==> src/logic/icache_pkg.sv <==
package icache_pkg;

    // Byte address width of the fetch and refill ports
    localparam int unsigned ADDR_WIDTH = 16;

    // One fetch word and the line built from fetch words
    localparam int unsigned FETCH_WIDTH    = 32;
    localparam int unsigned WORDS_PER_LINE = 2;
    localparam int unsigned LINE_WIDTH     = FETCH_WIDTH * WORDS_PER_LINE;

    // Byte offset of an address within one line
    localparam int unsigned OFFSET_BITS = $clog2(LINE_WIDTH / 8);

    // Address bit picking the fetch word within a line
    localparam int unsigned WORD_SEL_BIT = $clog2(FETCH_WIDTH / 8);

    // Tag entry holds the tag in the low bits
    // and the flags directly above it
    localparam int unsigned ENTRY_ERR_OFS   = 0;
    localparam int unsigned ENTRY_VALID_OFS = 1;
    localparam int unsigned ENTRY_META_BITS = 2;

endpackage
==> src/logic/icache_bank_if.sv <==
`timescale 1ns/1ns

interface icache_bank_if #(
    parameter int unsigned WAY_COUNT  = 2,
    parameter int unsigned LINE_COUNT = 16
);
    import icache_pkg::*;

    localparam int unsigned IdxW = $clog2(LINE_COUNT);
    localparam int unsigned TagW = ADDR_WIDTH - OFFSET_BITS - IdxW;
    localparam int unsigned WayW = (WAY_COUNT > 1) ? $clog2(WAY_COUNT) : 1;

    // Shared access reads all ways or writes one way
    logic                  bank_en;
    logic                  bank_we;
    logic [IdxW-1:0]       index;
    logic [WayW-1:0]       way;
    logic [TagW-1:0]       wtag;
    logic [LINE_WIDTH-1:0] wline;
    logic                  werror;

    modport ctrl (
        output bank_en, bank_we, index, way, wtag, wline, werror
    );

    modport tag (
        input bank_en, bank_we, index, way, wtag, werror
    );

    modport data (
        input bank_en, bank_we, index, way, wline
    );

endinterface

==> src/logic/icache_top.sv <==
`timescale 1ns/1ns

module icache_top #(
    parameter int unsigned WAY_COUNT  = 2,
    parameter int unsigned LINE_COUNT = 16
) (
    input  logic                               clk_i,
    input  logic                               rst_ni,
    input  logic                               fetch_req_i,
    input  logic [icache_pkg::ADDR_WIDTH-1:0]  fetch_addr_i,
    output logic                               fetch_ack_o,
    output logic [icache_pkg::FETCH_WIDTH-1:0] fetch_data_o,
    output logic                               fetch_error_o,
    output logic                               refill_req_o,
    output logic [icache_pkg::ADDR_WIDTH-1:0]  refill_addr_o,
    input  logic                               refill_ack_i,
    input  logic [icache_pkg::LINE_WIDTH-1:0]  refill_line_i,
    input  logic                               refill_error_i,
    input  logic                               flush_req_i,
    output logic                               flush_ack_o
);
    import icache_pkg::*;

    localparam int unsigned IdxW = $clog2(LINE_COUNT);
    localparam int unsigned TagW = ADDR_WIDTH - OFFSET_BITS - IdxW;
    localparam int unsigned WayW = (WAY_COUNT > 1) ? $clog2(WAY_COUNT) : 1;

    logic                                 flush_start;
    logic                                 init_done;
    logic [WAY_COUNT-1:0]                 way_hit;
    logic [WAY_COUNT-1:0]                 way_err;
    logic [WayW-1:0]                      victim;
    logic [WAY_COUNT-1:0][LINE_WIDTH-1:0] way_lines;
    logic                                 sel_hit;
    logic                                 sel_error;
    logic [FETCH_WIDTH-1:0]               sel_word;
    logic [TagW-1:0]                      lookup_tag;

    // Fetch address is held stable for the whole handshake
    assign lookup_tag = fetch_addr_i[ADDR_WIDTH-1 -: TagW];

    icache_bank_if #(
        .WAY_COUNT  (WAY_COUNT),
        .LINE_COUNT (LINE_COUNT)
    ) bank_if ();

    icache_ctrl #(
        .WAY_COUNT  (WAY_COUNT),
        .LINE_COUNT (LINE_COUNT)
    ) i_ctrl (
        .clk_i          (clk_i),
        .rst_ni         (rst_ni),
        .fetch_req_i    (fetch_req_i),
        .fetch_addr_i   (fetch_addr_i),
        .fetch_ack_o    (fetch_ack_o),
        .fetch_data_o   (fetch_data_o),
        .fetch_error_o  (fetch_error_o),
        .refill_req_o   (refill_req_o),
        .refill_addr_o  (refill_addr_o),
        .refill_ack_i   (refill_ack_i),
        .refill_line_i  (refill_line_i),
        .refill_error_i (refill_error_i),
        .flush_req_i    (flush_req_i),
        .flush_ack_o    (flush_ack_o),
        .flush_start_o  (flush_start),
        .init_done_i    (init_done),
        .hit_i          (sel_hit),
        .error_i        (sel_error),
        .word_i         (sel_word),
        .victim_i       (victim),
        .bank           (bank_if.ctrl)
    );

    icache_tag_bank #(
        .WAY_COUNT  (WAY_COUNT),
        .LINE_COUNT (LINE_COUNT)
    ) i_tag_bank (
        .clk_i         (clk_i),
        .rst_ni        (rst_ni),
        .flush_start_i (flush_start),
        .bank          (bank_if.tag),
        .lookup_tag_i  (lookup_tag),
        .hit_o         (way_hit),
        .err_o         (way_err),
        .victim_o      (victim),
        .init_done_o   (init_done)
    );

    icache_data_bank #(
        .WAY_COUNT  (WAY_COUNT),
        .LINE_COUNT (LINE_COUNT)
    ) i_data_bank (
        .clk_i   (clk_i),
        .bank    (bank_if.data),
        .lines_o (way_lines)
    );

    icache_hit_select #(
        .WAY_COUNT (WAY_COUNT)
    ) i_hit_select (
        .hit_i      (way_hit),
        .err_i      (way_err),
        .lines_i    (way_lines),
        .word_sel_i (fetch_addr_i[WORD_SEL_BIT]),
        .hit_o      (sel_hit),
        .error_o    (sel_error),
        .word_o     (sel_word)
    );

endmodule

==> src/logic/icache_ctrl.sv <==
`timescale 1ns/1ns

module icache_ctrl #(
    parameter int unsigned WAY_COUNT  = 2,
    parameter int unsigned LINE_COUNT = 16
) (
    input  logic                                clk_i,
    input  logic                                rst_ni,
    input  logic                                fetch_req_i,
    input  logic [icache_pkg::ADDR_WIDTH-1:0]   fetch_addr_i,
    output logic                                fetch_ack_o,
    output logic [icache_pkg::FETCH_WIDTH-1:0]  fetch_data_o,
    output logic                                fetch_error_o,
    output logic                                refill_req_o,
    output logic [icache_pkg::ADDR_WIDTH-1:0]   refill_addr_o,
    input  logic                                refill_ack_i,
    input  logic [icache_pkg::LINE_WIDTH-1:0]   refill_line_i,
    input  logic                                refill_error_i,
    input  logic                                flush_req_i,
    output logic                                flush_ack_o,
    output logic                                flush_start_o,
    input  logic                                init_done_i,
    input  logic                                hit_i,
    input  logic                                error_i,
    input  logic [icache_pkg::FETCH_WIDTH-1:0]  word_i,
    input  logic [((WAY_COUNT > 1) ? $clog2(WAY_COUNT) : 1)-1:0] victim_i,
    icache_bank_if.ctrl                         bank
);
    import icache_pkg::*;

    localparam int unsigned IdxW = $clog2(LINE_COUNT);
    localparam int unsigned TagW = ADDR_WIDTH - OFFSET_BITS - IdxW;

    localparam logic [2:0] ST_IDLE      = 3'd0;
    localparam logic [2:0] ST_LOOKUP    = 3'd1;
    localparam logic [2:0] ST_WAIT_READ = 3'd2;
    localparam logic [2:0] ST_RESPOND   = 3'd3;
    localparam logic [2:0] ST_REFILL    = 3'd4;
    localparam logic [2:0] ST_WRITE     = 3'd5;
    localparam logic [2:0] ST_FLUSH     = 3'd6;

    logic [2:0]             state_q;
    logic                   fetch_ack_q;
    logic [FETCH_WIDTH-1:0] data_q;
    logic                   ferr_q;
    logic                   refill_req_q;
    logic                   flush_ack_q;
    logic                   written_q;
    logic [LINE_WIDTH-1:0]  fill_line_q;
    logic                   fill_err_q;

    // A fetch takes priority over a flush in idle
    assign flush_start_o = (state_q == ST_IDLE) && init_done_i && !fetch_req_i && flush_req_i;

    always_ff @(posedge clk_i or negedge rst_ni) begin
        if (!rst_ni) begin
            state_q      <= ST_IDLE;
            fetch_ack_q  <= 1'b0;
            data_q       <= '0;
            ferr_q       <= 1'b0;
            refill_req_q <= 1'b0;
            flush_ack_q  <= 1'b0;
            written_q    <= 1'b0;
        end else begin
            case (state_q)
                ST_IDLE: begin
                    if (init_done_i && fetch_req_i) begin
                        state_q <= ST_LOOKUP;
                    end else if (flush_start_o) begin
                        state_q <= ST_FLUSH;
                    end
                end
                ST_LOOKUP: begin
                    state_q <= ST_WAIT_READ;
                end
                ST_WAIT_READ: begin
                    state_q <= hit_i ? ST_RESPOND : ST_REFILL;
                end
                ST_RESPOND: begin
                    // Bank results stay stable until the next read
                    if (!fetch_ack_q) begin
                        fetch_ack_q <= 1'b1;
                        data_q      <= word_i;
                        ferr_q      <= error_i;
                    end else if (!fetch_req_i) begin
                        fetch_ack_q <= 1'b0;
                        data_q      <= '0;
                        ferr_q      <= 1'b0;
                        state_q     <= ST_IDLE;
                    end
                end
                ST_REFILL: begin
                    if (!refill_req_q) begin
                        if (!refill_ack_i) begin
                            refill_req_q <= 1'b1;
                        end
                    end else if (refill_ack_i) begin
                        refill_req_q <= 1'b0;
                        state_q      <= ST_WRITE;
                    end
                end
                ST_WRITE: begin
                    // Write once, then wait for memory to drop its ack
                    written_q <= 1'b1;
                    if (written_q && !refill_ack_i) begin
                        written_q <= 1'b0;
                        state_q   <= ST_LOOKUP;
                    end
                end
                ST_FLUSH: begin
                    if (!flush_ack_q) begin
                        flush_ack_q <= init_done_i;
                    end else if (!flush_req_i) begin
                        flush_ack_q <= 1'b0;
                        state_q     <= ST_IDLE;
                    end
                end
                default: begin
                    state_q <= ST_IDLE;
                end
            endcase
        end
    end

    // Refill payload captured with the memory ack
    always_ff @(posedge clk_i) begin
        if (state_q == ST_REFILL && refill_req_q && refill_ack_i) begin
            fill_line_q <= refill_line_i;
            fill_err_q  <= refill_error_i;
        end
    end

    always_comb begin
        bank.bank_en = 1'b0;
        bank.bank_we = 1'b0;
        bank.index   = fetch_addr_i[OFFSET_BITS +: IdxW];
        bank.way     = victim_i;
        bank.wtag    = fetch_addr_i[ADDR_WIDTH-1 -: TagW];
        bank.wline   = fill_line_q;
        bank.werror  = fill_err_q;
        if (state_q == ST_LOOKUP) begin
            bank.bank_en = 1'b1;
        end else if (state_q == ST_WRITE && !written_q) begin
            bank.bank_en = 1'b1;
            bank.bank_we = 1'b1;
        end
    end

    assign fetch_ack_o   = fetch_ack_q;
    assign fetch_data_o  = data_q;
    assign fetch_error_o = ferr_q;
    assign refill_req_o  = refill_req_q;
    assign refill_addr_o = {fetch_addr_i[ADDR_WIDTH-1:OFFSET_BITS], OFFSET_BITS'(0)};
    assign flush_ack_o   = flush_ack_q;

endmodule

==> src/logic/icache_hit_select.sv <==
`timescale 1ns/1ns

module icache_hit_select #(
    parameter int unsigned WAY_COUNT = 2
) (
    input  logic [WAY_COUNT-1:0]                             hit_i,
    input  logic [WAY_COUNT-1:0]                             err_i,
    input  logic [WAY_COUNT-1:0][icache_pkg::LINE_WIDTH-1:0] lines_i,
    input  logic                                             word_sel_i,
    output logic                                             hit_o,
    output logic                                             error_o,
    output logic [icache_pkg::FETCH_WIDTH-1:0]               word_o
);
    import icache_pkg::*;

    localparam int unsigned WayW = (WAY_COUNT > 1) ? $clog2(WAY_COUNT) : 1;

    logic [WayW-1:0]                            sel_way;
    logic [WORDS_PER_LINE-1:0][FETCH_WIDTH-1:0] sel_words;

    // Lowest hitting way wins
    always_comb begin
        sel_way = '0;
        for (int w = WAY_COUNT - 1; w >= 0; w--) begin
            if (hit_i[w]) begin
                sel_way = WayW'(w);
            end
        end
    end

    assign hit_o     = |hit_i;
    assign error_o   = hit_o && err_i[sel_way];
    assign sel_words = lines_i[sel_way];

    // Erroneous lines give zero data
    assign word_o = (hit_o && !error_o) ? sel_words[word_sel_i] : '0;

endmodule

==> src/logic/icache_data_bank.sv <==
`timescale 1ns/1ns

module icache_data_bank #(
    parameter int unsigned WAY_COUNT  = 2,
    parameter int unsigned LINE_COUNT = 16
) (
    input  logic clk_i,
    icache_bank_if.data bank,
    output logic [WAY_COUNT-1:0][icache_pkg::LINE_WIDTH-1:0] lines_o
);
    import icache_pkg::*;

    logic [LINE_WIDTH-1:0] line_q [WAY_COUNT][LINE_COUNT];

    // Refill writes a single way
    always_ff @(posedge clk_i) begin
        if (bank.bank_en && bank.bank_we) begin
            line_q[bank.way][bank.index] <= bank.wline;
        end
    end

    // All ways of one index are read side by side
    always_ff @(posedge clk_i) begin
        if (bank.bank_en && !bank.bank_we) begin
            for (int w = 0; w < WAY_COUNT; w++) begin
                lines_o[w] <= line_q[w][bank.index];
            end
        end
    end

endmodule

==> src/logic/icache_tag_bank.sv <==
`timescale 1ns/1ns

module icache_tag_bank #(
    parameter int unsigned WAY_COUNT  = 2,
    parameter int unsigned LINE_COUNT = 16
) (
    input  logic                 clk_i,
    input  logic                 rst_ni,
    input  logic                 flush_start_i,
    icache_bank_if.tag           bank,
    input  logic [icache_pkg::ADDR_WIDTH-icache_pkg::OFFSET_BITS-$clog2(LINE_COUNT)-1:0]
                                 lookup_tag_i,
    output logic [WAY_COUNT-1:0] hit_o,
    output logic [WAY_COUNT-1:0] err_o,
    output logic [((WAY_COUNT > 1) ? $clog2(WAY_COUNT) : 1)-1:0] victim_o,
    output logic                 init_done_o
);
    import icache_pkg::*;

    localparam int unsigned IdxW   = $clog2(LINE_COUNT);
    localparam int unsigned TagW   = ADDR_WIDTH - OFFSET_BITS - IdxW;
    localparam int unsigned WayW   = (WAY_COUNT > 1) ? $clog2(WAY_COUNT) : 1;
    localparam int unsigned EntryW = TagW + ENTRY_META_BITS;

    logic [EntryW-1:0]    entry_q [WAY_COUNT][LINE_COUNT];
    logic [WayW-1:0]      rr_q    [LINE_COUNT];
    logic [IdxW:0]        init_cnt_q;
    logic                 clearing;
    logic [EntryW-1:0]    new_entry;
    logic [WayW-1:0]      rr_next;
    logic [WAY_COUNT-1:0] rd_hit;
    logic [WAY_COUNT-1:0] rd_err;

    // One index per cycle is cleared after reset or a flush
    always_ff @(posedge clk_i or negedge rst_ni) begin
        if (!rst_ni) begin
            init_cnt_q <= '0;
        end else if (flush_start_i) begin
            init_cnt_q <= '0;
        end else if (clearing) begin
            init_cnt_q <= init_cnt_q + 1'b1;
        end
    end

    assign clearing    = (init_cnt_q != (IdxW + 1)'(LINE_COUNT));
    assign init_done_o = !clearing;

    always_comb begin
        new_entry = {ENTRY_META_BITS'(0), bank.wtag};
        new_entry[TagW + ENTRY_VALID_OFS] = 1'b1;
        new_entry[TagW + ENTRY_ERR_OFS]   = bank.werror;
    end

    // Round robin over the ways of one index
    assign rr_next = (rr_q[bank.index] == WayW'(WAY_COUNT - 1)) ? '0 : rr_q[bank.index] + 1'b1;

    always_ff @(posedge clk_i) begin
        if (clearing) begin
            for (int w = 0; w < WAY_COUNT; w++) begin
                entry_q[w][init_cnt_q[IdxW-1:0]] <= '0;
            end
            rr_q[init_cnt_q[IdxW-1:0]] <= '0;
        end else if (bank.bank_en && bank.bank_we) begin
            entry_q[bank.way][bank.index] <= new_entry;
            rr_q[bank.index]              <= rr_next;
        end
    end

    // Tag compare for all ways at the read index
    always_comb begin
        for (int w = 0; w < WAY_COUNT; w++) begin
            rd_hit[w] = entry_q[w][bank.index][TagW + ENTRY_VALID_OFS]
                && (entry_q[w][bank.index][TagW-1:0] == lookup_tag_i);
            rd_err[w] = rd_hit[w] && entry_q[w][bank.index][TagW + ENTRY_ERR_OFS];
        end
    end

    // Results hold until the next read
    always_ff @(posedge clk_i or negedge rst_ni) begin
        if (!rst_ni) begin
            hit_o    <= '0;
            err_o    <= '0;
            victim_o <= '0;
        end else if (bank.bank_en && !bank.bank_we) begin
            hit_o    <= rd_hit;
            err_o    <= rd_err;
            victim_o <= rr_q[bank.index];
        end
    end

endmodule

==> config.mk <==
export PLATFORM = sky130hd
export DESIGN_NAME = icache_top
export DESIGN_NICKNAME = d
export VERILOG_FILES = /design/src/logic/icache_pkg.sv /design/src/logic/icache_bank_if.sv /design/src/logic/icache_top.sv /design/src/logic/icache_ctrl.sv /design/src/logic/icache_hit_select.sv /design/src/logic/icache_data_bank.sv /design/src/logic/icache_tag_bank.sv
export SDC_FILE = /design/constraint.sdc
export NUM_CORES = 2
export LEC_CHECK = 0
export BUFFER_PORTS_ARGS = -buffer_cell sky130_fd_sc_hd__clkbuf_2
export CAP_MARGIN = 5
export CORE_MARGIN = 4
export CORE_UTILIZATION = 50
export DETAILED_ROUTE_END_ITERATION = 7
export GPL_ROUTABILITY_DRIVEN = 0
export PLACE_DENSITY = 0.63
export RECOVER_POWER = 50
export SLEW_MARGIN = 25
export SYNTH_ARGS = -nofsm -noshare
export SYNTH_HDL_FRONTEND = slang
export SYNTH_SLANG_ARGS = --single-unit
==> constraint.sdc <==
create_clock -name clk_i -period 8.6 [get_ports clk_i]
set_input_delay 0.43 -clock clk_i [delete_from_list [all_inputs] [get_ports clk_i]]
set_output_delay 0.43 -clock clk_i [all_outputs]
set_load 0.005 [all_outputs]
==> impl_metrics.toml <==
[run_status]
status = "finished, violations left"
violations = "capacitance limit, slew limit"

[clock_tree]
cts_tree = "built"
clk_latency_ps = 940
cts_resized = 0
hold_buffers = 69
cts_max_level = 5
cts_buffer_depth = 4
clkSlewWorstSetupHoldPaths_ps = 60
cts-root-buf = "clkbuf_16"
postCtsSetupRepairBufs = 0
clock_sinks = 2659
cts_buffers = 289

[sta]
fin_crit_sh = 0.716
skew_ps = 70.8
rsz0062_at_grt = "no"
fmax_mhz = 162
finalCriticalPeriod_ps = 6160
setup_viol = 0
final_hold_viol_count = 0
tightest_slew_ps = 4380
tns_ps = 0
slew_headroom = -1.92
finalMaxSlewViolations = 788

[global_route]
grt_pass1_wl_mm = 368
antenna_found_initial = 11
grt_pass1_vias = 48900
grt_max_degree = 108
grtUsageTotal = 0.245
overflow = 0

[routing]
num_vias = 48800
firstDrtPassIters = 8
ant_nets = 0
wl_mm = 257
vias_per_cell = 6.30
post-route-drc-count = 0
wire_per_inst_um = 33.2
drt_iter0_markers = 5643

[worst_setup_path]
r2r-end = "i_tag_bank.err_o[0]"
crit_end = "i_data_bank.line_q[1][225]"
crit_start = "fetch_addr_i[6]"
crit_family = "buffers and inverters"
crit_buf_inv = 7
r2r_cells = 8
path_common_cell = "clkbuf_1"
timing.rr.start = "i_ctrl.state_q[2]"
cp_data_required_time_ps = 9140
crit_fanout = 41
r2r_slack_ps = 2670
crit_path_start_kind = "input pin"
cp_cell_sequence = "clkbuf_1 -> buf_4 -> inv_8 -> nor2_1 -> clkbuf_1 -> nand2_1 -> nor2_4 -> clkbuf_1 -> buf_16 -> buf_4"
path_depth = 10
cp.arrival_ps = 6700
crit_slowest_cell = "clkbuf_1"
crit_type = "in2reg"
crit_path_end_kind = "flip-flop"
slowest_delay_ps = 1720

[placement]
hpwl_mm = 137
io_buffers = 132
dpl-instance-area_um2 = 107000
dpl.cell_count = 7162

[synthesis]
ys_top_cells_by_count = "2577 x edfxtp_1, 759 x mux4_2, 258 x and2_1"
yosysTopAreaCellShare = 0.755
yosysMostFrequentCell = "edfxtp_1"
synth-main-ff-cell = "edfxtp_1"
ys_types = 62
ys_ff_latch = 2659
yosysTopAreaCell = "edfxtp_1"
ys_async_sr_fraction = 0.0188
synth_edf_count = 2577
ys_warn_count = 0
yosysSeqAreaShare = 0.773
syn_area_um2 = 103000
synth.top_cells.by_area = "edfxtp_1 75%, mux4_2 17%, and2_1 1.6%"
netlist_instances = 4489
syn_area_per_cell_um2 = 22.8

[job]
drv_cap = 27

[pwr]
p_leak_nw = 36.5
power_mw = 29.3
cellPowerDensity_nw_per_um2 = 252
vdd_ir_drop_max_mv = 0.242

[die]
core_um2 = 203000
die_x_um = 461
dieArea_um2 = 212000
rows = 165
die_y_um = 461
io_pins = 138
initial_core_util = 0.505

[final_layout]
drive_gt1_frac = 0.269
finalNetCount = 4966
layout.cells.non_filler = 7756
design_area_um2 = 116000
syn_to_final_growth_pct = 13.3
fillers = 14800

[worst_hold_path]
hold_depth = 5
hp-class = "in2reg"
per-stage QoR:
stage | hold WS [ps] | util | worst slack, ps
after floorplan | 134 | - | 1650
after global placement | 429 | 0.525 | 3610
after detailed placement | 435 | 0.526 | 3580
after CTS | 87.2 | 0.572 | 4050
after global routing | 188 | 0.572 | 2140
final | 186 | 0.572 | 2440
cells in the final DEF, fill, tap and decap left out, drive strengths merged, types with 6 or more instances in the layout:
cell type and instances:
edfxtp 2577, mux4 762, clkbuf 551, and2 258
buf 124, nor2 99, clkinv 96, nor3 82
dlygate4sd3 70, nand2 52, dfrtp 50, o21ai 49
a22o 38, mux2i 32, dfxtp 32, a21o 32
nand3 15, bufinv 13, nand2b 12, a21oi 12
inv 12, nor2b 9, xor2 9, clkinvlp 9
xnor2 8, nor4 6
final cells by class:
| cell class | instances | area, um^2 | area share |
|---|---|---|---|
| antenna | 3 | 7.51 | 0.0000646 |
| clock buffer | 376 | 7850 | 0.0676 |
| clock inverter | 120 | 913 | 0.00786 |
| inverter | 10 | 46.3 | 0.000399 |
| multi-input combinational | 1547 | 22100 | 0.191 |
| sequential | 2659 | 79300 | 0.683 |
| tap | 2672 | 3340 | 0.0288 |
| timing repair buffer | 369 | 2570 | 0.0221 |
registers in the layout, summed over array words and instances (netlist names), 2 cells and up:
| register | flops |
|---|---|
| i_tag_bank.rr_q | 16 |
| i_ctrl.fetch_data_o | 32 |
| i_tag_bank.err_o | 2 |
| i_data_bank.line_q | 2048 |
| i_tag_bank.hit_o | 2 |
| i_ctrl.state_q | 3 |
| i_ctrl.bank.wline | 64 |
| i_tag_bank.init_cnt_q | 5 |
| i_data_bank.lines_o | 128 |
| i_tag_bank.entry_q | 352 |
logic make-up after synthesis:
family,after synthesis,synth area share
flip-flops,2659,0.773
adder cells (fa/ha/maj),4,0.000488
other,1,0.0000366
AND/OR/NAND/NOR,556,0.0293
multiplexers,798,0.171
XOR/XNOR,17,0.00145
AO/OA/AOI/OAI,169,0.0115
buffers and inverters,285,0.0129
worst min path at each step:
stage / start / end / slack [ps]
2_1_floorplan: rst_ni / i_ctrl.fetch_ack_o / 130
3_3_place_gp: i_tag_bank.entry_q[1][43] / i_tag_bank.entry_q[1][43] / 430
3_5_place_dp: i_tag_bank.entry_q[0][21] / i_tag_bank.entry_q[0][21] / 440
4_1_cts: fetch_addr_i[8] / i_tag_bank.hit_o[0] / 90
5_1_grt: refill_line_i[17] / i_ctrl.bank.wline[17] / 190
6_report: fetch_addr_i[8] / i_tag_bank.hit_o[0] / 190
worst reg2reg max path: cells and delay by family, from the launching register on:
| family | cells | cell delay, ps |
|---|---|---|
| simple gates | 4 | 750 |
| flops | 1 | 570 |
| buf+inv | 1 | 2770 |
| compound gates | 3 | 1720 |
power by group:
| part | internal, mW | leakage (nW) | total [mW] | switching (mW) |
|---|---|---|---|---|
| Clock | 6.80 | 4.28 | 11.7 | 4.86 |
| Combinational | 0.804 | 8.32 | 2.11 | 1.30 |
| Sequential | 15.0 | 23.9 | 15.5 | 0.452 |
| Total | 22.6 | 36.5 | 29.2 | 6.62 |
layer usage:
layer / part of all wire / up-vias / track usage
met5: 0.000047 / - / 0
met4: 0.030 / 2 / 0.0693
met3: 0.075 / 426 / 0.0391
met2: 0.48 / 2107 / 0.389
met1: 0.41 / 26700 / 0.357
li1: - / 19600 / -
No activity file was read; power rests on OpenSTA's default activity.
